--- config.mk ---
export PLATFORM = sky130hd
export DESIGN_NAME = axi_clint_flat
export DESIGN_NICKNAME = d
export VERILOG_FILES = /design/src/verilog/mem_pkg.sv /design/src/verilog/axi_lite_if.sv /design/src/verilog/axi_clint.sv /design/src/flat_wrapper.sv
export VERILOG_INCLUDE_DIRS = /design/src /design/src/verilog
export SDC_FILE = /design/constraint.sdc
export NUM_CORES = 1
export LEC_CHECK = 0
export ABC_AREA = 0
export BUFFER_PORTS_ARGS = -buffer_cell sky130_fd_sc_hd__buf_4
export CAP_MARGIN = 20
export CORE_MARGIN = 5
export CORE_UTILIZATION = 35
export CTS_BUF_LIST = sky130_fd_sc_hd__clkbuf_8
export DETAILED_ROUTE_END_ITERATION = 8
export PLACE_DENSITY_LB_ADDON = 0.3
export SKIP_LAST_GASP = 1
export SLEW_MARGIN = 20
export SYNTH_ARGS = -nofsm -noshare
export SYNTH_HDL_FRONTEND = slang
export SYNTH_SLANG_ARGS = --single-unit
--- constraint.sdc ---
create_clock -name clock -period 4.5 [get_ports clock]
set_clock_uncertainty 0.2 [all_clocks]
set_input_delay 0 -clock clock [delete_from_list [all_inputs] [get_ports clock]]
set_output_delay 0 -clock clock [all_outputs]
set_load 0.05 [all_outputs]
--- src/verilog/mem_settings.svh ---
`ifndef MEM_SETTINGS_SVH
`define MEM_SETTINGS_SVH

// bus widths
`define MEM_ADDR_WD 32
`define MEM_DATA_WD 32
`define MEM_STRB_WD (`MEM_DATA_WD / 8)

// sram window, only the low index bits reach the array
`define SRAM_BASE   32'h8000_0000
`define SRAM_SPAN   32'h0800_0000
`define SRAM_WORDS  256

// uart: +0 tx data, +4 byte count
`define UART_BASE   32'h1000_0000
// clint: +0 mtime low, +4 mtime high
`define CLINT_BASE  32'h0200_0000
`define DEV_SPAN    32'h0000_0010

`endif

--- src/verilog/mem_pkg.sv ---
package mem_pkg;

    typedef enum logic [2:0] {
        IDLE       = 3'd0,
        READ_ADDR  = 3'd1,
        READ_DATA  = 3'd2,
        WRITE_ADDR = 3'd3,
        WRITE_RESP = 3'd4,
        ERR_RESP   = 3'd5
    } xbar_state_e;

    // value doubles as index into the slave vectors
    typedef enum logic [1:0] {
        SEL_SRAM  = 2'd0,
        SEL_UART  = 2'd1,
        SEL_CLINT = 2'd2,
        SEL_NONE  = 2'd3
    } slave_sel_e;

    typedef enum logic [1:0] {
        RESP_OKAY   = 2'd0,
        RESP_SLVERR = 2'd2,
        RESP_DECERR = 2'd3
    } axi_resp_e;

endpackage

--- src/verilog/axi_lite_if.sv ---
`timescale 1ns/1ps
`include "mem_settings.svh"

interface axi_lite_if;

    logic [`MEM_ADDR_WD-1:0] araddr;
    logic                    arvalid;
    logic                    arready;
    logic [`MEM_DATA_WD-1:0] rdata;
    mem_pkg::axi_resp_e      rresp;
    logic                    rvalid;
    logic                    rready;

    logic [`MEM_ADDR_WD-1:0] awaddr;
    logic                    awvalid;
    logic                    awready;
    logic [`MEM_DATA_WD-1:0] wdata;
    logic [`MEM_STRB_WD-1:0] wstrb;
    logic                    wvalid;
    logic                    wready;
    mem_pkg::axi_resp_e      bresp;
    logic                    bvalid;
    logic                    bready;

    modport master (
        output araddr, arvalid, rready, awaddr, awvalid, wdata, wstrb, wvalid, bready,
        input  arready, rdata, rresp, rvalid, awready, wready, bresp, bvalid
    );

    modport slave (
        input  araddr, arvalid, rready, awaddr, awvalid, wdata, wstrb, wvalid, bready,
        output arready, rdata, rresp, rvalid, awready, wready, bresp, bvalid
    );

endinterface

--- src/verilog/axi_clint.sv ---
`timescale 1ns/1ps
`include "mem_settings.svh"

module axi_clint (
    input  logic       clock,
    input  logic       rst,
    axi_lite_if.slave  bus
);

    logic [63:0]             mtime_q;
    logic [`MEM_DATA_WD-1:0] rdata_q;
    logic                    rvalid_q;
    logic                    rd_fire;

    assign bus.arready = ~rvalid_q;
    assign rd_fire     = bus.arvalid & ~rvalid_q;

    assign bus.rdata  = rdata_q;
    assign bus.rresp  = mem_pkg::RESP_OKAY;
    assign bus.rvalid = rvalid_q;

    // no write path
    assign bus.awready = 1'b0;
    assign bus.wready  = 1'b0;
    assign bus.bvalid  = 1'b0;
    assign bus.bresp   = mem_pkg::RESP_SLVERR;

    always_ff @(posedge clock) begin
        if (rst) begin
            mtime_q  <= 64'd0;
            rvalid_q <= 1'b0;
        end else begin
            mtime_q <= mtime_q + 64'd1;
            if (rd_fire)
                rvalid_q <= 1'b1;
            else if (bus.rready)
                rvalid_q <= 1'b0;
        end
    end

    always_ff @(posedge clock) begin
        if (rd_fire)
            rdata_q <= bus.araddr[2] ? mtime_q[63:32] : mtime_q[31:0];
    end

endmodule

--- src/flat_wrapper.sv ---
// flat-port wrapper written by rule: the top's interface ports become plain ports
module axi_clint_flat 
  (clock, rst, bus_araddr, bus_arvalid, bus_rready, bus_awaddr, bus_awvalid, bus_wdata, bus_wstrb, bus_wvalid, bus_bready, bus_arready, bus_rdata, bus_rresp, bus_rvalid, bus_awready, bus_wready, bus_bresp, bus_bvalid);
  axi_lite_if bus_i ();
  input  logic clock;
  input  logic rst;
  input wire logic [$bits(bus_i.araddr)-1:0] bus_araddr;
  input wire logic [$bits(bus_i.arvalid)-1:0] bus_arvalid;
  input wire logic [$bits(bus_i.rready)-1:0] bus_rready;
  input wire logic [$bits(bus_i.awaddr)-1:0] bus_awaddr;
  input wire logic [$bits(bus_i.awvalid)-1:0] bus_awvalid;
  input wire logic [$bits(bus_i.wdata)-1:0] bus_wdata;
  input wire logic [$bits(bus_i.wstrb)-1:0] bus_wstrb;
  input wire logic [$bits(bus_i.wvalid)-1:0] bus_wvalid;
  input wire logic [$bits(bus_i.bready)-1:0] bus_bready;
  output wire logic [$bits(bus_i.arready)-1:0] bus_arready;
  output wire logic [$bits(bus_i.rdata)-1:0] bus_rdata;
  output wire logic [$bits(bus_i.rresp)-1:0] bus_rresp;
  output wire logic [$bits(bus_i.rvalid)-1:0] bus_rvalid;
  output wire logic [$bits(bus_i.awready)-1:0] bus_awready;
  output wire logic [$bits(bus_i.wready)-1:0] bus_wready;
  output wire logic [$bits(bus_i.bresp)-1:0] bus_bresp;
  output wire logic [$bits(bus_i.bvalid)-1:0] bus_bvalid;
  assign bus_i.araddr = bus_araddr;
  assign bus_i.arvalid = bus_arvalid;
  assign bus_i.rready = bus_rready;
  assign bus_i.awaddr = bus_awaddr;
  assign bus_i.awvalid = bus_awvalid;
  assign bus_i.wdata = bus_wdata;
  assign bus_i.wstrb = bus_wstrb;
  assign bus_i.wvalid = bus_wvalid;
  assign bus_i.bready = bus_bready;
  assign bus_arready = bus_i.arready;
  assign bus_rdata = bus_i.rdata;
  assign bus_rresp = bus_i.rresp;
  assign bus_rvalid = bus_i.rvalid;
  assign bus_awready = bus_i.awready;
  assign bus_wready = bus_i.wready;
  assign bus_bresp = bus_i.bresp;
  assign bus_bvalid = bus_i.bvalid;
  axi_clint u_core (.clock(clock), .rst(rst), .bus(bus_i));
endmodule
== Yosys cells after proc, flatten, opt, wreduce, memory -nomap -nowiden ==
Index checks and enable logic that the tools add are counted.
W data, S select, Z words.
Word-level totals
  output and inout bits: 41
  word-level logic and storage cells: 10
  flip-flop bits (word level): 97
  input bits: 107
Operators by class
  bitwise operators: 2
  multiplexer cells: 3
  reduce and logical (&&, ||, !) cells: 1
  add/sub/neg operators: 1
Operators with widths (number)
  $add A64 B1 Y64 const B: 1
  $mux W32: 1
  $mux W1: 2
  $reduce_bool A2 Y1: 1
  $and A1 B1 Y1: 1
  $not A1 Y1: 1

== Depth between registers and ports, before layout ==
  depth in word-level cells: 3
  depth in mapped cells: 7
  gate-level depth less buffers: 6

== Worst setup path after synthesis ==
Ideal clock, no wire load.
  path type: register -> register
  start: reg u_core.rvalid_q (netlist: u_core.bus.rvalid)
  end: reg u_core.rdata_q[0] (netlist: u_core.bus.rdata[0]), enable pin
  path slack: 1863 ps
  cell stages (with the launch flop): 2
  arrival: 2012 ps
  cells stage by stage: dfxtp_1 > nor2b_1
On the way
  longest elaborated chain between the ends: 2
Ends and longest elaborated chain
  start: declaration: RTL line axi_clint.sv:12  | logic rvalid_q;
  start signal: assignment: RTL line axi_clint.sv:31  | rvalid_q <= 1'b0;
  start signal: assignment: RTL line axi_clint.sv:35  | rvalid_q <= 1'b1;
  start signal: assignment: RTL line axi_clint.sv:37  | rvalid_q <= 1'b0;
  $not A1 Y1: RTL line axi_clint.sv:16  | assign rd_fire = bus.arvalid & ~rvalid_q;
  $and A1 B1 Y1: RTL line axi_clint.sv:16
  net u_core.rd_fire: RTL line axi_clint.sv:13  | logic rd_fire;
  end signal: assignment: RTL line axi_clint.sv:43  | rdata_q <= bus.araddr[2] ? mtime_q[63:32] : mtime_q[31:0];
  end: declaration: RTL line axi_clint.sv:11  | logic [`MEM_DATA_WD-1:0] rdata_q;
The timed path passes the listed nets, and every way through them passes these cells.
A chain may end at the register's enable or synchronous reset.

== Worst setup path in the final report ==
  start: reg u_core.mtime_q[19]
  end: reg u_core.mtime_q[63]
On the way
  longest elaborated chain between the ends: 1
Ends and longest elaborated chain
  start: declaration: RTL line axi_clint.sv:10  | logic [63:0] mtime_q;
  start signal: assignment: RTL line axi_clint.sv:33  | mtime_q <= mtime_q + 64'd1;
  $add A64 B1 Y64: RTL line axi_clint.sv:33
No other way between the ends.

==> impl_metrics.toml <==
[status]
result_of_the_run = "finished clean"

[power]
p_comb_share_pct = 8.2
p_sw_w = 0.000401
clock_power_share_pct = 34.6
report.power.total_w = 0.00162
vdd.ir_drop.worst_mv = 0.120
p_seq_share_pct = 57.2
netSwitchingFraction_pct = 24.7
total_leakage_power_nw = 1.71
internal_power_w = 0.00122
power.density_nw_per_um2 = 317

[setup_path]
timing.critical_path.to_type = "register"
top_fanout_value_on_the_critical_path = 13
worstPathRequired_ns = 4.55
worst_setup_path_startpoint = "u_core.mtime_q[19]$_SDFF_PP0_"
arrival_ns = 3.15
critical_path.cell_chain = "nand4_2 > nor4_4 > nand4_1 > nor4_1 > mux2_2"
crit_buf_inv = 0
crit_type = "reg -> reg"
setup.worst_path.start_class = "register"
timing.critical_path.slowest_stage_cell = "sky130_fd_sc_hd__nand4_1"
cp_slowest_stage_delay_ns = 0.65
r2r_start = "u_core.mtime_q[19]$_SDFF_PP0_"
timing.critical_path.max_delay_family = "simple AND/OR/NAND/NOR gates"

[timing]
max_slew.worst_pin.slew_ns = 0.951
tns_ns = 0
unrepaired_setup_endpoints_after_global_routing = "false"
finalCriticalPeriod_ns = 3.09
hold_violations = 0
drv_slew = 0
finalSetupViolations = 0
finalCritPeriodShare_pct = 68.7
maxClockFrequency_ghz = 0.323
worst_slew_margin_rel_pct = 36.5

[floorplan]
core_sq_um = 12600
chipWidth_um = 123
die_y_um = 123
die_outline_area_sq_um = 15200
io_pins = 148
start_util_pct = 35.7
std_cell_rows = 41

[placed_design]
placement.cell_area_sq_um = 4890
gp_congestion = 0.845
detailed_place_hpwl_um = 6560
placement.io_buffers = 38

[cells_and_area]
final_nets = 590
post-route-cell-area_sq_um = 5120
number_of_inserted_diodes = 0
layout.filler_cells = 1244
area_growth_syn_to_layout_pct = 14.2
final_layout_size_suffix_gt1_share_pct = 19.7

[synth]
synth_enable_flop_cells = 32
synth.top_cells.by_area = "sky130_fd_sc_hd__dfxtp_1 (29%), sky130_fd_sc_hd__edfxtp_1 (21%), sky130_fd_sc_hd__mux2_2 (7.8%)"
commonest_cells_in_the_netlist = "sky130_fd_sc_hd__dfxtp_1 (65), sky130_fd_sc_hd__nor2_1 (53), sky130_fd_sc_hd__edfxtp_1 (32)"
netlist.area_leader.share_pct = 29.0
synth_top_cell_by_area = "sky130_fd_sc_hd__dfxtp_1"
synthMostInstantiatedCell = "sky130_fd_sc_hd__dfxtp_1"
postSynthRegisterBits = 97
ys_dominant_reg_cell = "sky130_fd_sc_hd__dfxtp_1"
postSynthCellCount = 449
synth-async-reset-ratio_pct = 0
ys.warnings.count = 0
post_synthesis_sequential_area_ratio_pct = 50.5
synth.avg_cell_area_sq_um = 9.98
netlist_area_before_placement_sq_um = 4480
yosys.cell_types.count = 40

[clocking]
cts-buffers-inserted = 9
post_cts_resize_count = 0
clock_slew_seen_by_the_registers_of_the_worst_setup_and_hold_paths_ns = 0.09
tritoncts = "built"
cts_num_sinks = 97
htreeDepth = 3
clock_tree.buffer_depth = 2
post_cts.repair.setup_buffers = 0
clock_latency_ns = 0.36
clk_root_buffer_cell = "sky130_fd_sc_hd__clkbuf_8"

[drt]
drt-wirelength-per-cell_um = 14.7
routed-wl-met2_um = 4570
detail_route.wirelength_um = 9670
top_layer = "met4"
met1Wirelength_um = 4430
drtPass1Iterations = 4
remaining_drc_errors = 0
routed-wl-met3_um = 487
vias = 3388
drt_iter0_markers = 151
routed_via_density = 5.14
route.antenna.remaining_nets = 0

[grt]
antenna_found_initial = 0
grt_start_max_net_pins = 68
grt_first_pass_wirelength_um = 16300
overflow = 0
grtUsageTotal_pct = 13.5
via_count_of_the_first_global_routing_pass = 3289

[flow_run]
timing.max_cap.violations = 0

[hold_path]
hold_path_class = "in -> reg"
hold_path.startpoint = "bus_araddr[2]"
metal layers:
metal | GRT usage, % | up-vias
met5 | 0 | -
met4 | 4.91 | 0
met3 | 3.16 | 17
met2 | 21.9 | 70
met1 | 17.7 | 1604
li1 | - | 1697
area by class of cell:
cell class                 instances  area [sq um]  share of cell area (%)
sequential                        97          2260                    44.2
multi-input combinational        323          2080                    40.7
timing repair buffer              44           338                    6.60
tap                              172           215                    4.20
clock buffer                      10           138                    2.69
clock inverter                     6          58.8                    1.15
inverter                           7          26.3                   0.513
layout by cell type (no fill, tap or decap), types with 4 or more instances in the layout:
| cell type | synthesis | layout |
|---|---|---|
| sky130_fd_sc_hd__nand2_1 | 23 | 23 |
| sky130_fd_sc_hd__and4_1 | 4 | 4 |
| sky130_fd_sc_hd__nand4_1 | 29 | 29 |
| sky130_fd_sc_hd__a21oi_1 | 20 | 20 |
| sky130_fd_sc_hd__mux2_2 | 31 | 31 |
| sky130_fd_sc_hd__nor2b_1 | 5 | 4 |
| sky130_fd_sc_hd__or4_1 | 8 | 8 |
| sky130_fd_sc_hd__buf_4 | 7 | 41 |
| sky130_fd_sc_hd__xor2_1 | 19 | 19 |
| sky130_fd_sc_hd__nor4_1 | 13 | 13 |
| sky130_fd_sc_hd__or3_1 | 13 | 13 |
| sky130_fd_sc_hd__conb_1 | 2 | 7 |
| sky130_fd_sc_hd__dfxtp_1 | 65 | 65 |
| sky130_fd_sc_hd__nor2_1 | 53 | 53 |
| sky130_fd_sc_hd__nand3_1 | 22 | 22 |
| sky130_fd_sc_hd__edfxtp_1 | 32 | 32 |
| sky130_fd_sc_hd__inv_1 | 7 | 8 |
| sky130_fd_sc_hd__and3_1 | 5 | 5 |
| sky130_fd_sc_hd__o31ai_1 | 6 | 6 |
| sky130_fd_sc_hd__nor3_1 | 10 | 10 |
| sky130_fd_sc_hd__o21ai_0 | 16 | 16 |
| sky130_fd_sc_hd__clkbuf_8 | 0 | 10 |
| sky130_fd_sc_hd__xnor2_1 | 21 | 21 |
power groups by stage:
stage / clock, W / combinational [W] / sequential [W]
floorplan: 0 / 0.0000475 / 0.00100
global placement: 0 / 0.000132 / 0.000948
detailed placement: 0 / 0.000132 / 0.000949
CTS: 0.000580 / 0.000135 / 0.000929
global route: 0.000615 / 0.000140 / 0.000931
finish: 0.000561 / 0.000133 / 0.000928
metrics by stage:
step,hold WS (ns),util (%),setup WS (ns),cells
floorplan,-0.101,-,1.86,454
finish,0.0188,40.7,1.41,659
CTS,0.00980,40.7,1.43,659
global placement,-0.0152,38.9,1.51,640
detailed placement,-0.0112,38.9,1.45,640
global route,0.0266,40.7,1.17,659
path summary, 6_finish.rpt:
kind,to,slack (ns),depth (start not counted)
max reg2reg,u_core.mtime_q[63]$_SDFF_PP0_,1.41,5
min reg2reg,u_core.mtime_q[0]$_SDFF_PP0_,0.29,1
min,u_core.bus.rdata[8]$_DFFE_PP_,0.02,2
max,u_core.mtime_q[63]$_SDFF_PP0_,1.41,5
cell families (layout without fill, tap and decap cells):
family,after synthesis,after routing,synth area share [%]
and+or+nand+nor,200,200,24.4
DFF,97,97,50.5
AOI/OAI and AO/OA,44,44,5.39
xor gates and xnor gates,40,40,7.81
buffers and inverters,34,67,3.66
muxes,31,31,7.79
other,2,7,0.168
adders and majority gates,1,1,0.279
registers in the layout, summed over array words and instances, names as in the netlist:
| register | flops |
|---|---|
| u_core.bus.rdata | 32 |
| u_core.bus.rvalid | 1 |
| u_core.mtime_q | 64 |
repair_timing:
action	in CTS	in global routing
hold buffers	3	0
endpoints found under the setup margin	0	0
hold endpoints to repair	45	0
No activity file was read; power rests on OpenSTA's default activity.
