==> src/verilog/mem_settings.svh <==
`ifndef MEM_SETTINGS_SVH
`define MEM_SETTINGS_SVH

// bus widths
`define MEM_ADDR_WD 32
`define MEM_DATA_WD 32
`define MEM_STRB_WD (`MEM_DATA_WD / 8)

// sram window, only the low index bits reach the array
`define SRAM_BASE   32'h8000_0000
`define SRAM_SPAN   32'h0800_0000
`define SRAM_WORDS  256

// uart: +0 tx data, +4 byte count
`define UART_BASE   32'h1000_0000
// clint: +0 mtime low, +4 mtime high
`define CLINT_BASE  32'h0200_0000
`define DEV_SPAN    32'h0000_0010

`endif

==> src/verilog/mem_pkg.sv <==
package mem_pkg;

    typedef enum logic [2:0] {
        IDLE       = 3'd0,
        READ_ADDR  = 3'd1,
        READ_DATA  = 3'd2,
        WRITE_ADDR = 3'd3,
        WRITE_RESP = 3'd4,
        ERR_RESP   = 3'd5
    } xbar_state_e;

    // value doubles as index into the slave vectors
    typedef enum logic [1:0] {
        SEL_SRAM  = 2'd0,
        SEL_UART  = 2'd1,
        SEL_CLINT = 2'd2,
        SEL_NONE  = 2'd3
    } slave_sel_e;

    typedef enum logic [1:0] {
        RESP_OKAY   = 2'd0,
        RESP_SLVERR = 2'd2,
        RESP_DECERR = 2'd3
    } axi_resp_e;

endpackage

==> src/verilog/axi_lite_if.sv <==
`timescale 1ns/1ps
`include "mem_settings.svh"

interface axi_lite_if;

    logic [`MEM_ADDR_WD-1:0] araddr;
    logic                    arvalid;
    logic                    arready;
    logic [`MEM_DATA_WD-1:0] rdata;
    mem_pkg::axi_resp_e      rresp;
    logic                    rvalid;
    logic                    rready;

    logic [`MEM_ADDR_WD-1:0] awaddr;
    logic                    awvalid;
    logic                    awready;
    logic [`MEM_DATA_WD-1:0] wdata;
    logic [`MEM_STRB_WD-1:0] wstrb;
    logic                    wvalid;
    logic                    wready;
    mem_pkg::axi_resp_e      bresp;
    logic                    bvalid;
    logic                    bready;

    modport master (
        output araddr, arvalid, rready, awaddr, awvalid, wdata, wstrb, wvalid, bready,
        input  arready, rdata, rresp, rvalid, awready, wready, bresp, bvalid
    );

    modport slave (
        input  araddr, arvalid, rready, awaddr, awvalid, wdata, wstrb, wvalid, bready,
        output arready, rdata, rresp, rvalid, awready, wready, bresp, bvalid
    );

endinterface

==> src/verilog/axi_uart.sv <==
`timescale 1ns/1ps
`include "mem_settings.svh"

module axi_uart (
    input  logic       clock,
    input  logic       rst,
    axi_lite_if.slave  bus,
    output logic [7:0] uart_tx_data,
    output logic       uart_tx_valid
);

    logic [7:0]              tx_byte_q;
    logic [`MEM_DATA_WD-1:0] tx_count_q;
    logic [`MEM_DATA_WD-1:0] rdata_q;
    logic                    rvalid_q;
    logic                    bvalid_q;
    logic                    rd_fire;
    logic                    wr_fire;
    logic                    tx_write;

    assign bus.arready = ~rvalid_q;
    assign bus.awready = ~bvalid_q;
    assign bus.wready  = ~bvalid_q;

    assign rd_fire  = bus.arvalid & ~rvalid_q;
    assign wr_fire  = bus.awvalid & bus.wvalid & ~bvalid_q;
    // writes to other offsets are dropped
    assign tx_write = wr_fire & (bus.awaddr[3:2] == 2'd0);

    assign bus.rdata  = rdata_q;
    assign bus.rresp  = mem_pkg::RESP_OKAY;
    assign bus.rvalid = rvalid_q;
    assign bus.bresp  = mem_pkg::RESP_OKAY;
    assign bus.bvalid = bvalid_q;

    assign uart_tx_data = tx_byte_q;

    always_ff @(posedge clock) begin
        if (rst) begin
            rvalid_q      <= 1'b0;
            bvalid_q      <= 1'b0;
            uart_tx_valid <= 1'b0;
            tx_byte_q     <= 8'd0;
            tx_count_q    <= '0;
        end else begin
            uart_tx_valid <= tx_write;
            if (tx_write) begin
                tx_byte_q  <= bus.wdata[7:0];
                tx_count_q <= tx_count_q + 1'b1;
            end
            if (rd_fire)
                rvalid_q <= 1'b1;
            else if (bus.rready)
                rvalid_q <= 1'b0;
            if (wr_fire)
                bvalid_q <= 1'b1;
            else if (bus.bready)
                bvalid_q <= 1'b0;
        end
    end

    always_ff @(posedge clock) begin
        if (rd_fire) begin
            case (bus.araddr[3:2])
                2'd0:    rdata_q <= {{(`MEM_DATA_WD-8){1'b0}}, tx_byte_q};
                2'd1:    rdata_q <= tx_count_q;
                default: rdata_q <= '0;
            endcase
        end
    end

endmodule

==> src/flat_wrapper.sv <==
// flat-port wrapper written by rule: the top's interface ports become plain ports
module axi_uart_flat 
  (clock, rst, uart_tx_data, uart_tx_valid, bus_araddr, bus_arvalid, bus_rready, bus_awaddr, bus_awvalid, bus_wdata, bus_wstrb, bus_wvalid, bus_bready, bus_arready, bus_rdata, bus_rresp, bus_rvalid, bus_awready, bus_wready, bus_bresp, bus_bvalid);
  axi_lite_if bus_i ();
  input  logic clock;
  input  logic rst;
  output logic [7:0] uart_tx_data;
  output logic uart_tx_valid;
  input wire logic [$bits(bus_i.araddr)-1:0] bus_araddr;
  input wire logic [$bits(bus_i.arvalid)-1:0] bus_arvalid;
  input wire logic [$bits(bus_i.rready)-1:0] bus_rready;
  input wire logic [$bits(bus_i.awaddr)-1:0] bus_awaddr;
  input wire logic [$bits(bus_i.awvalid)-1:0] bus_awvalid;
  input wire logic [$bits(bus_i.wdata)-1:0] bus_wdata;
  input wire logic [$bits(bus_i.wstrb)-1:0] bus_wstrb;
  input wire logic [$bits(bus_i.wvalid)-1:0] bus_wvalid;
  input wire logic [$bits(bus_i.bready)-1:0] bus_bready;
  output wire logic [$bits(bus_i.arready)-1:0] bus_arready;
  output wire logic [$bits(bus_i.rdata)-1:0] bus_rdata;
  output wire logic [$bits(bus_i.rresp)-1:0] bus_rresp;
  output wire logic [$bits(bus_i.rvalid)-1:0] bus_rvalid;
  output wire logic [$bits(bus_i.awready)-1:0] bus_awready;
  output wire logic [$bits(bus_i.wready)-1:0] bus_wready;
  output wire logic [$bits(bus_i.bresp)-1:0] bus_bresp;
  output wire logic [$bits(bus_i.bvalid)-1:0] bus_bvalid;
  assign bus_i.araddr = bus_araddr;
  assign bus_i.arvalid = bus_arvalid;
  assign bus_i.rready = bus_rready;
  assign bus_i.awaddr = bus_awaddr;
  assign bus_i.awvalid = bus_awvalid;
  assign bus_i.wdata = bus_wdata;
  assign bus_i.wstrb = bus_wstrb;
  assign bus_i.wvalid = bus_wvalid;
  assign bus_i.bready = bus_bready;
  assign bus_arready = bus_i.arready;
  assign bus_rdata = bus_i.rdata;
  assign bus_rresp = bus_i.rresp;
  assign bus_rvalid = bus_i.rvalid;
  assign bus_awready = bus_i.awready;
  assign bus_wready = bus_i.wready;
  assign bus_bresp = bus_i.bresp;
  assign bus_bvalid = bus_i.bvalid;
  axi_uart u_core (.clock(clock), .rst(rst), .bus(bus_i), .uart_tx_data(uart_tx_data), .uart_tx_valid(uart_tx_valid));
endmodule
==> config.mk <==
export PLATFORM = sky130hd
export DESIGN_NAME = axi_uart_flat
export DESIGN_NICKNAME = d
export VERILOG_FILES = /design/src/verilog/mem_pkg.sv /design/src/verilog/axi_lite_if.sv /design/src/verilog/axi_uart.sv /design/src/flat_wrapper.sv
export VERILOG_INCLUDE_DIRS = /design/src /design/src/verilog
export SDC_FILE = /design/constraint.sdc
export NUM_CORES = 1
export LEC_CHECK = 0
export BUFFER_PORTS_ARGS = -buffer_cell sky130_fd_sc_hd__buf_2
export CAP_MARGIN = 20
export CORE_UTILIZATION = 39
export CTS_CLUSTER_DIAMETER = 30
export DETAILED_ROUTE_END_ITERATION = 6
export HOLD_SLACK_MARGIN = 0.02
export PLACE_DENSITY = 0.7
export RECOVER_POWER = 100
export SETUP_SLACK_MARGIN = 0.02
export SYNTH_ARGS = -nofsm -noshare
export SYNTH_HDL_FRONTEND = slang
export SYNTH_SLANG_ARGS = --single-unit
==> constraint.sdc <==
create_clock -name clock -period 2.4 [get_ports clock]
set_input_delay 0.24 -clock clock [delete_from_list [all_inputs] [get_ports clock]]
set_output_delay 0.24 -clock clock [all_outputs]
set_load 0.02 [all_outputs]
**After elaboration in Yosys (flattened, before gate mapping)**

Cells that the tools add are included.

- Word-level logic and storage cells: 23
- Register bits: 75
- Input bits: 107

- Equal/unequal tests: 1
- $add $sub $neg: 1
- Multiplexer cells: 5
- Reductions and logical operators: 4
- Bitwise logic cells: 6

Operators by type and width:

| cell | number |
|---|---|
| 32-bit case mux with 2 select lines | 1 |
| 32-bit by 1-bit adder with 32-bit output (second input constant) | 1 |
| 1-bit AND | 4 |
| 2-bit logical NOT | 2 |
| 1-bit two-way mux | 4 |
| 2-bit nonzero test | 2 |
| 2-bit by 1-bit equality test with 1-bit output (second input constant) | 1 |
| 1-bit inverter | 2 |

**Depth between registers and ports, before layout**

Gate-level depths: netlist of the first run.

- Depth in word-level cells: 3
- Depth in mapped cells: 7

**Worst setup path after synthesis of the first run**

Ideal clock, no wire load.

- Path kind: register to register
- Start: reg u_core.rvalid_q, in the netlist u_core.bus.rvalid
- End: reg u_core.rdata_q[0], in the netlist u_core.bus.rdata[0], enable pin
- Buffers on the path: 0
- Setup time: 0.424 ns
- Period minus slack after synthesis: 2.289 ns
- Cell stages (with the launch flop): 2
- Path slack: 0.111 ns
- Arrival time: 1.864 ns
- Path through: dfxtp_1 nor2b_1

- Word-level cells in the longest chain between the ends: 2

RTL lines:

| what | RTL line | source |
|---|---|---|
| from (decl) | axi_uart.sv:15 | `logic rvalid_q;` |
| from (signal assigned) | axi_uart.sv:40 | `rvalid_q <= 1'b0;` |
| from (signal assigned) | axi_uart.sv:52 | `rvalid_q <= 1'b1;` |
| from (signal assigned) | axi_uart.sv:54 | `rvalid_q <= 1'b0;` |
| 1-bit inverter | axi_uart.sv:25 | `assign rd_fire = bus.arvalid & ~rvalid_q;` |
| 1-bit AND | axi_uart.sv:25 |  |
| via u_core.rd_fire | axi_uart.sv:17 | `logic rd_fire;` |
| to (signal assigned) | axi_uart.sv:65 | `` 2'd0: rdata_q <= {{(`MEM_DATA_WD-8){1'b0}}, tx_byte_q}; `` |
| to (signal assigned) | axi_uart.sv:66 | `2'd1: rdata_q <= tx_count_q;` |
| to (decl) | axi_uart.sv:14 | `` logic [`MEM_DATA_WD-1:0] rdata_q; `` |

The timed path passes the listed nets, and every way through them passes these cells.
A chain may end at the register's enable or synchronous reset.

**Worst setup path after layout of the first run**

- Start: reg u_core.tx_count_q[0]
- End: reg u_core.tx_count_q[20]

- Word-level cells in the longest chain between the ends: 1

RTL lines:

| what | RTL line | source |
|---|---|---|
| from (decl) | axi_uart.sv:13 | `` logic [`MEM_DATA_WD-1:0] tx_count_q; `` |
| from (signal assigned) | axi_uart.sv:49 | `tx_count_q <= tx_count_q + 1'b1;` |
| 32-bit by 1-bit adder with 32-bit output | axi_uart.sv:49 |  |

Every way passes these cells.

==> flow_summary.json, run 1 <==
{
  "crit_type": "reg -> reg",
  "worstPathArrival_ns": 2.07,
  "ios": 157,
  "syn2layout_area_growth_pct": 12.39,
  "finalNetCount": 479,
  "end_kind": "flip-flop",
  "core_area_mm2": 0.008217,
  "timing.final.hold_violations": 0,
  "multi_input_area_mm2": 0.001260,
  "placed_cells": 465,
  "leakagePower_nw": 1.261,
  "diodes": 0,
  "synth_cell_types": 41,
  "cts_buffer_depth": 2,
  "routabilityCongestion": 0.7524,
  "syn_area_per_cell_um2": 10.75,
  "power_frac_seq": 0.547,
  "viasPerCell": 4.836,
  "synthFlopType": "dfxtp_1",
  "fin_util": 0.4545,
  "htree_levels": 3,
  "maxCapViolations": 0,
  "p_int_mw": 1.932,
  "hold_buffers": 0,
  "ir_drop_v": 0.0002843,
  "synth_seq_area_share": 0.5482,
  "grt_usage": 0.1484,
  "netlist.area_leader.share": 0.2892,
  "rsz0062_at_grt": "false",
  "synth_edf_count": 32,
  "num_vias": 2326,
  "min_path_type": "in -> reg",
  "antenna_found_initial": 0,
  "cpPeakStageDelay_ns": 0.42,
  "p_per_area_mw_per_mm2": 672.0,
  "combPwrFrac": 0.059,
  "drcViolationCount": 0,
  "skew_ns": 0.01067,
  "cts_root_buf": "clkbuf_8",
  "synth_most_common_cell": "dfxtp_1",
  "power_mw": 2.510,
  "numPortBuffers": 64,
  "synth.ff_latch_count": 75,
  "die_y_um": 94.31,
  "max_freq_mhz": 539.0,
  "grt_pass1_vias": 2119,
  "cp_cell_sequence": "ha_1 -> and2b_1 -> nand3_1 -> nor4_1 -> xnor2_1 -> nor2_1",
  "synthTopCellsByCount": "dfxtp_1 (43), nor2_1 (42), edfxtp_1 (32)",
  "ff_latch_area_mm2": 0.001822,
  "synth_top_area_cell": "edfxtp_1",
  "cts_setup_buffers": 0,
  "grt_max_degree": 43,
  "fin_cells": 481,
  "drv_slew": 0,
  "p_sw_mw": 0.5780,
  "routed_wl_um": 6162,
  "synthArstFlopShare": 0,
  "tightest_slew_ns": 0.7797,
  "critPathMaxFanout": 9,
  "gr-total-overflow": 0,
  "dieArea_mm2": 0.008894,
  "drive_above_1_share": 0.1144,
  "wl_per_cell_um": 12.81,
  "syn_inst": 309,
  "synth_area_mm2": 0.003323,
  "status": "complete, no violations",
  "drt_pre_antenna_iters": 4,
  "period_share": 0.7731,
  "drtAntennaViolNets": 0,
  "cts_tree": "done",
  "swShare": 0.2303,
  "row_count": 33,
  "insertion_delay_ns": 0.34,
  "drtIter0Drc": 122,
  "synth_warnings": 0,
  "cts-buffers-inserted": 9,
  "num-fill-cells": 792,
  "clk_pin_slew_ns": 0.08,
  "cp-start-kind": "flip-flop",
  "worst_ep_required_time_ns": 2.62,
  "slew_headroom": 0.4802,
  "finalHoldWorstSlack_ns": 0.07310,
  "fp.dieW_um": 94.31,
  "tns_ns": 0,
  "clock_sinks": 75,
  "setup_viol": 0,
  "ys_top_cells_by_area": "edfxtp_1 (29%), dfxtp_1 (26%), xnor2_1 (6.3%), nor2_1 (4.7%), and2_1 (4.7%)",
  "ctsResizeCount": 0,
  "clkPwrFrac": 0.394,
  "grt_pass1_wl_um": 10060,
  "period_needed_ns": 1.855,
  "cp_slowest_cell": "nor4_1",
  "dp_hpwl_um": 4079,
  "initial_utilization": 0.4044
}
[cell families after synthesis]
logic type,after synthesis,synth area share
xor+xnor,27,0.07116
fa+ha+maj,1,0.003764
other cells,1,0.001128
mux,8,0.02410
compound gates,19,0.03087
buf+inv,28,0.05083
simple gates,150,0.2700
flops,75,0.5482
[power groups by stage]
stage	Clock, mW	Combinational, mW	Sequential [mW]
2_1_floorplan	0	0.0658	1.45
3_3_place_gp	0	0.160	1.40
3_5_place_dp	0	0.162	1.40
4_1_cts	1.00	0.162	1.37
5_1_grt	1.06	0.162	1.38
6_report	0.988	0.148	1.37
[critical path, delay by kind of cell, from the launching register on]
family / cells / cell delay (ns)
and+or+nand+nor: 4 / 1.01
adders and majority gates: 1 / 0.16
DFF: 1 / 0.40
xor gates and xnor gates: 1 / 0.16
[metal layers]
layer  up-vias  track usage  wire length (um)
met5         -            0                 0
met3         9      0.03883               380
met4         0      0.05769               104
li1       1172            -                 -
met2        86       0.2415              2779
met1      1059       0.1875              2897
[state kept, by name, indices dropped and copies added (netlist names)]
register / flops
u_core.tx_count_q: 32
u_core.bus.bvalid: 1
u_core.bus.rvalid: 1
u_core.uart_tx_valid: 1
u_core.bus.rdata: 32
u_core.uart_tx_data: 8
[cells in the final DEF (no fill, tap or decap), types with 2 or more instances in the layout]
cell type / instances
and2_0: 15
a21oi_1: 13
nand4_1: 2
buf_2: 17
and2_1: 10
dfxtp_1: 43
inv_1: 9
clkbuf_1: 50
edfxtp_1: 32
and4_1: 5
clkbuf_8: 10
o21ai_0: 3
nor2_1: 42
nor4_1: 13
xor2_1: 3
xnor2_1: 24
clkbuf_16: 2
or3_1: 2
mux2i_1: 8
conb_1: 4
nor3_1: 8
nand3_1: 10
nand2_1: 29
[through the flow]
stage               instance area, um^2  worst slack (ns)
CTS                                3886            0.5611
finish                             3735            0.5446
floorplan                          3334            0.1112
global placement                   3676            0.5431
detailed placement                 3676            0.5215
global route                       3735            0.3384
[final timing paths]
path                                             from                                  end  slack, ns  cells after the start
setup / recovery    u_core.tx_count_q[0]$_SDFFE_PP0P_   u_core.tx_count_q[20]$_SDFFE_PP0P_       0.54                      6
hold / removal                             bus_rready       u_core.bus.rvalid$_SDFFE_PP0P_       0.07                      2
setup reg to reg    u_core.tx_count_q[0]$_SDFFE_PP0P_   u_core.tx_count_q[20]$_SDFFE_PP0P_       0.54                      6
hold reg to reg   u_core.uart_tx_data[0]$_SDFFE_PP0P_  u_core.uart_tx_data[0]$_SDFFE_PP0P_       0.49                      2
[area by class of cell]
class	instances	share of cell area
flip-flops and latches	75	0.4878
multi-input cells	209	0.3374
repair buffers	67	0.07437
clock buffers	14	0.05226
well taps	105	0.03518
inverters	9	0.009045
clock inverters	2	0.004020
Note: power is estimated with default switching activity, not from simulation.
==> inputs of run 2 (changes only) <==
--- a/config.mk
+++ b/config.mk
@@ -12,7 +12,7 @@
 export CTS_CLUSTER_DIAMETER = 30
 export DETAILED_ROUTE_END_ITERATION = 6
 export HOLD_SLACK_MARGIN = 0.02
-export PLACE_DENSITY = 0.7
+export PLACE_DENSITY = 0.73
 export RECOVER_POWER = 100
 export SETUP_SLACK_MARGIN = 0.02
 export SYNTH_ARGS = -nofsm -noshare
==> constraint.sdc (replaced) <==
create_clock -name clock -period 1.7 [get_ports clock]
set_input_delay 0.17 -clock clock [delete_from_list [all_inputs] [get_ports clock]]
set_output_delay 0.17 -clock clock [all_outputs]
set_load 0.02 [all_outputs]
==> run 2 against run 1 <==
Die area unchanged. Highest routed layer unchanged. Routed wire length is 1.1% higher. Critical path type unchanged. Largest power group unchanged. Critical path depth did not move.
==> flow_summary.json, run 2 (synthesis gave the netlist of run 1 again) <==
{
  "status": "complete, no violations",
  "crit_type": "reg -> reg",
  "grt_pass1_wl_um": 10200,
  "syn2layout_area_growth_pct": 20.29,
  "worst_ep_required_time_ns": 1.93,
  "fin_util": 0.4865,
  "period_needed_ns": 1.575,
  "core_area_mm2": 0.008217,
  "antenna_found_initial": 0,
  "viasPerCell": 4.841,
  "drcViolationCount": 0,
  "cts_setup_buffers": 0,
  "initial_utilization": 0.4044,
  "drv_slew": 0,
  "ios": 157,
  "drive_above_1_share": 0.1859,
  "placed_cells": 486,
  "leakagePower_nw": 1.370,
  "final_cell_mix": "clkbuf_1 (57), nor2_1 (42), dfxtp_1 (42)",
  "num-fill-cells": 784,
  "fp.dieW_um": 94.31,
  "cts-buffers-inserted": 9,
  "ir_drop_v": 0.0004271,
  "p_per_area_mw_per_mm2": 917.1,
  "max_freq_mhz": 635.0,
  "finalNetCount": 501,
  "drtAntennaViolNets": 0,
  "fin_cells": 503,
  "critical-path-top-delay-family": "simple AND/OR/NAND/NOR gates",
  "cts_root_buf": "clkbuf_8",
  "cp-start-kind": "flip-flop",
  "wl_per_cell_um": 12.39,
  "grt_max_degree": 33,
  "end_kind": "flip-flop",
  "routabilityCongestion": 0.7661,
  "skew_ns": 0.01198,
  "grt_usage": 0.1506,
  "num_vias": 2435,
  "cts_tree": "done",
  "rsz0062_at_grt": "true",
  "path_buf_inv": 1,
  "slew_headroom": 0.4769,
  "cpPeakStageDelay_ns": 0.33,
  "worstPathArrival_ns": 1.81,
  "clk_pin_slew_ns": 0.08,
  "min_path_type": "in -> reg",
  "insertion_delay_ns": 0.35,
  "clock_sinks": 75,
  "numPortBuffers": 64,
  "diodes": 0,
  "htree_levels": 3,
  "cp_cell_sequence": "and4_2 -> nand4_4 -> buf_4 -> nor4_2 -> xnor2_1 -> nor2_1",
  "place_area_mm2": 0.003839,
  "final_area_mm2": 0.003998,
  "layout_commonest_cell": "clkbuf_1",
  "dp_hpwl_um": 4457,
  "setup_viol": 0,
  "tns_ns": 0,
  "dieArea_mm2": 0.008894,
  "cts_buffer_depth": 2,
  "timing.final.hold_violations": 0,
  "tightest_slew_ns": 0.7846,
  "period_share": 0.9264,
  "power_mw": 3.666,
  "row_count": 33,
  "r2r_slack_ns": 0.13,
  "grt_pass1_vias": 2197,
  "die_y_um": 94.31,
  "routed_wl_um": 6230,
  "drt_pre_antenna_iters": 4,
  "cp_slowest_cell": "dfxtp_1",
  "critPathMaxFanout": 10,
  "drtIter0Drc": 88,
  "maxCapViolations": 0,
  "gr-total-overflow": 0
}
run 2: cell count changes in the layout (fill, tap and decap cells not counted), moves of 3 or more:
cell	before	now
clkbuf_1	50	57
nor4_2	1	10
nand3_1	10	7
nor4_1	13	3
buf_4	1	15
run 2: repair_timing:
| item | CTS | global route |
|---|---|---|
| endpoints found under the setup margin | 0 | 13 |
| gates resized for setup | 0 | 9 |
| hold buffers | 1 | 0 |
| hold endpoints to repair | 1 | 0 |
run 2: routing by layer:
| layer | wire [um] | vias to the layer above | part of all wire | global-route usage |
|---|---|---|---|---|
| met2 | 2911 | 73 | 0.47 | 0.2428 |
| met5 | 0 | - | 0 | 0 |
| met3 | 352 | 10 | 0.057 | 0.03398 |
| met4 | 114 | 0 | 0.018 | 0.07436 |
| li1 | - | 1215 | - | - |
| met1 | 2852 | 1137 | 0.46 | 0.1894 |
run 2: worst paths after layout:
| check | from | end | depth (start not counted) |
|---|---|---|---|
| setup / recovery | u_core.tx_count_q[18]$_SDFFE_PP0P_ | u_core.tx_count_q[28]$_SDFFE_PP0P_ | 6 |
| hold / removal | bus_wdata[1] | u_core.uart_tx_data[1]$_SDFFE_PP0P_ | 3 |
| setup reg to reg | u_core.tx_count_q[18]$_SDFFE_PP0P_ | u_core.tx_count_q[28]$_SDFFE_PP0P_ | 6 |
| hold reg to reg | u_core.uart_tx_data[0]$_SDFFE_PP0P_ | u_core.uart_tx_data[0]$_SDFFE_PP0P_ | 2 |
run 2: worst register-to-register path, stage by stage (launching register included):
cell	delay, ns
dfxtp_1	0.33
and4_2	0.27
nand4_4	0.12
buf_4	0.22
nor4_2	0.33
xnor2_1	0.15
nor2_1	0.05
run 2: final cells by class:
type                            count  area (um^2)  share of cell area
Clock inverter                      4        73.82             0.01847
Clock buffer                       12        145.1             0.03631
Tap cell                          105        131.4             0.03286
Timing Repair Buffer               89        419.2              0.1049
Inverter                            9        33.78            0.008451
Sequential cell                    75         1823              0.4560
Multi-Input combinational cell    209         1371              0.3430
run 2: power breakdown:
part	total, mW	switching [mW]	leakage (nW)	internal [mW]
clock	1.51	0.642	0.111	0.869
sequential	1.94	0.0171	0.664	1.92
combinational	0.216	0.160	0.595	0.0561
total	3.67	0.819	1.37	2.85
run 2: per-stage QoR:
step                      worst slack, ns  hold slack [ns]
after floorplan                    0.1587           0.2679
after global placement            0.08862           0.3561
after detailed placement          0.03813           0.3621
after CTS                         0.04691          0.04044
after global routing              0.01203          0.04119
final                              0.1251          0.05541
==> inputs of run 3 (changes only) <==
--- a/config.mk
+++ b/config.mk
@@ -6,15 +6,16 @@
 export SDC_FILE = /design/constraint.sdc
 export NUM_CORES = 1
 export LEC_CHECK = 0
+export ABC_AREA = 1
 export BUFFER_PORTS_ARGS = -buffer_cell sky130_fd_sc_hd__buf_2
 export CAP_MARGIN = 20
-export CORE_UTILIZATION = 39
+export CORE_UTILIZATION = 43
 export CTS_CLUSTER_DIAMETER = 30
 export DETAILED_ROUTE_END_ITERATION = 6
 export HOLD_SLACK_MARGIN = 0.02
-export PLACE_DENSITY = 0.73
+export PLACE_DENSITY = 0.78
 export RECOVER_POWER = 100
-export SETUP_SLACK_MARGIN = 0.02
+export SETUP_SLACK_MARGIN = 0.2
 export SYNTH_ARGS = -nofsm -noshare
 export SYNTH_HDL_FRONTEND = slang
 export SYNTH_SLANG_ARGS = --single-unit
==> run 3 against run 2 <==
Routed wire length is 26% higher. Critical path type unchanged. Clock power down 7%. Cell count increased by 23%. Combinational power rose by 19%.
==> flow_summary.json, run 3 <==
{
  "status": "complete, no violations",
  "htree_levels": 3,
  "grt_max_degree": 34,
  "slew_headroom": 0.5740,
  "cp_cell_sequence": "buf_6 -> buf_6 -> inv_4 -> nor2_4 -> nand2_4 -> clkinvlp_2 -> nand3b_1 -> nor2_2 -> nand2_1 -> nand2_1 -> nor2_1",
  "insertion_delay_ns": 0.35,
  "final_area_mm2": 0.004220,
  "drtIter0Drc": 153,
  "cts_buffer_depth": 2,
  "grt_pass1_vias": 2673,
  "fp.dieW_um": 92.51,
  "viasPerCell": 4.822,
  "ir_drop_v": 0.0004924,
  "critPathMaxFanout": 5,
  "place_area_mm2": 0.003943,
  "period_needed_ns": 1.532,
  "hp-start": "bus_wdata[5]",
  "clk_pin_slew_ns": 0.07,
  "grt_usage": 0.1926,
  "cts_tree": "done",
  "drv_slew": 0,
  "max_freq_mhz": 652.7,
  "cts-buffers-inserted": 9,
  "hold_buffers": 0,
  "synthTopCellsByCount": "nor2_1 (79), nand2_1 (71), inv_1 (64)",
  "wl_per_cell_um": 12.66,
  "period_share": 0.9012,
  "timing.final.hold_violations": 0,
  "initial_utilization": 0.4511,
  "routed_wl_um": 7825,
  "maxCapViolations": 0,
  "synth_most_common_cell": "nor2_1",
  "synthFlopType": "dfxtp_1",
  "min_path_type": "in -> reg",
  "met2_length_um": 3759,
  "rr_startpoint": "u_core.tx_count_q[0]$_SDFFE_PP0P_",
  "tightest_slew_ns": 0.6390,
  "gr-total-overflow": 0,
  "grt_pass1_wl_um": 12510,
  "cts_root_buf": "clkbuf_8",
  "row_count": 32,
  "skew_ns": 0.01147,
  "cpPeakStageDelay_ns": 0.37,
  "dp_hpwl_um": 5484,
  "worst_ep_required_time_ns": 1.94,
  "netlist.area_leader.share": 0.2728,
  "drcViolationCount": 0,
  "multi_input_area_mm2": 0.001403,
  "path_buf_inv": 4,
  "synth_seq_area_share": 0.5172,
  "top_layer": "met4",
  "syn2layout_area_growth_pct": 19.82,
  "synth_cell_types": 33,
  "drt_pre_antenna_iters": 4,
  "tns_ns": 0,
  "finalNetCount": 619,
  "synth_edf_count": 32,
  "rsz0062_at_grt": "true",
  "ys_top_cells_by_area": "edfxtp_1 (27%), dfxtp_1 (24%), nor2_1 (8.4%), nand2_1 (7.6%), inv_1 (6.8%)",
  "routed-wl-met3_um": 468,
  "synthArstFlopShare": 0,
  "layout_commonest_cell": "nor2_1",
  "end_kind": "flip-flop",
  "wl_met1_um": 3460,
  "cp-start-kind": "flip-flop",
  "clock_sinks": 75,
  "critical-path-top-delay-family": "simple AND/OR/NAND/NOR gates",
  "syn_area_per_cell_um2": 8.134,
  "synth_warnings": 0,
  "ios": 157,
  "routabilityCongestion": 0.8613,
  "num_vias": 2980,
  "synth_top_area_cell": "edfxtp_1",
  "drtAntennaViolNets": 0,
  "syn_inst": 433,
  "final_cell_mix": "nor2_1 (77), nand2_1 (69), inv_1 (62)",
  "cp_slowest_cell": "dfxtp_4",
  "numPortBuffers": 64,
  "worstPathArrival_ns": 1.77,
  "synth.ff_latch_count": 75,
  "die_y_um": 92.51,
  "critPathLaunch": "u_core.tx_count_q[0]$_SDFFE_PP0P_",
  "antenna_found_initial": 0,
  "num-fill-cells": 775,
  "diodes": 0,
  "ff_latch_area_mm2": 0.001832,
  "dieArea_mm2": 0.008557,
  "drive_above_1_share": 0.1783,
  "leakagePower_nw": 1.534,
  "p_per_area_mw_per_mm2": 852.7,
  "setup_viol": 0,
  "crit_type": "reg -> reg",
  "synth_area_mm2": 0.003522,
  "core_area_mm2": 0.007807
}
==> run 3: cell types whose count changed in the layout (fill, tap and decap cells not counted), moves of 10 or more <==
cell / delta
o21ai_0: +17
inv_1: +53
nor2_4: +12
nand2_1: +40
xnor2_1: -24
nor2_1: +35
nor4_2: -10
nand3_1: +16
and2_0: -16
==> run 3: cell type report <==
class,instances,share of cell area
inverter,68,0.06256
timing repair buffer,80,0.09042
clock buffer,16,0.05040
multi-input combinational,277,0.3323
sequential,75,0.4340
tap,102,0.03024
==> run 3: cell families (layout without fill, tap and decap cells) <==
logic type | Yosys count | count (layout) | synth area share
other | 1 | 4 | 0.001065
AO/OA/AOI/OAI | 56 | 56 | 0.08419
flip-flops | 75 | 75 | 0.5172
AND/OR/NAND/NOR | 215 | 215 | 0.2917
XOR/XNOR | 1 | 1 | 0.002487
buffers and inverters | 84 | 164 | 0.09982
adder cells (fa/ha/maj) | 1 | 1 | 0.003552
==> run 3: through the flow <==
stage | util | power, mW | hold WS [ns] | cells | worst slack [ns]
2_1_floorplan | - | 2.160 | 0.3611 | 436 | 0.2675
5_1_grt | 0.5405 | 3.731 | 0.1083 | 618 | 0.06170
3_5_place_dp | 0.5050 | 2.253 | 0.4623 | 591 | 0.1194
6_report | 0.5405 | 3.599 | 0.1018 | 618 | 0.1679
3_3_place_gp | 0.5050 | 2.246 | 0.4478 | 591 | 0.1864
4_1_cts | 0.5380 | 3.658 | 0.09397 | 611 | 0.2070
==> run 3: report_power, final <==
part / leakage (nW) / switching [mW] / internal [mW]
logic: 0.757 / 0.190 / 0.0675
clock network: 0.107 / 0.609 / 0.791
registers: 0.669 / 0.0168 / 1.92
total: 1.53 / 0.816 / 2.78
==> run 3: metal layers <==
metal,vias up,GRT usage
met5,-,0
met1,1340,0.2403
met4,0,0.08333
li1,1532,-
met3,13,0.05172
met2,95,0.3123
==> run 3: worst register-to-register path: cells and delay by family (launching register included) <==
kind	cells	cell delay, ns
simple gates	7	0.69
flops	1	0.37
buf+inv	4	0.39
==> run 3: timing repair <==
| action | CTS | global route |
|---|---|---|
| endpoints found under the hold margin | 0 | 0 |
| buffers inserted | 4 | 7 |
| pin swaps | 3 | 11 |
| setup endpoints to repair | 8 | 16 |
| resized for setup | 5 | 20 |
==> run 3: worst paths after layout <==
path                                         endpoint  slack, ns  depth (start not counted)
setup / recovery   u_core.tx_count_q[21]$_SDFFE_PP0P_       0.17                         11
hold / removal    u_core.uart_tx_data[5]$_SDFFE_PP0P_       0.10                          3
setup reg to reg   u_core.tx_count_q[21]$_SDFFE_PP0P_       0.17                         11
hold reg to reg   u_core.uart_tx_data[4]$_SDFFE_PP0P_       0.47                          2
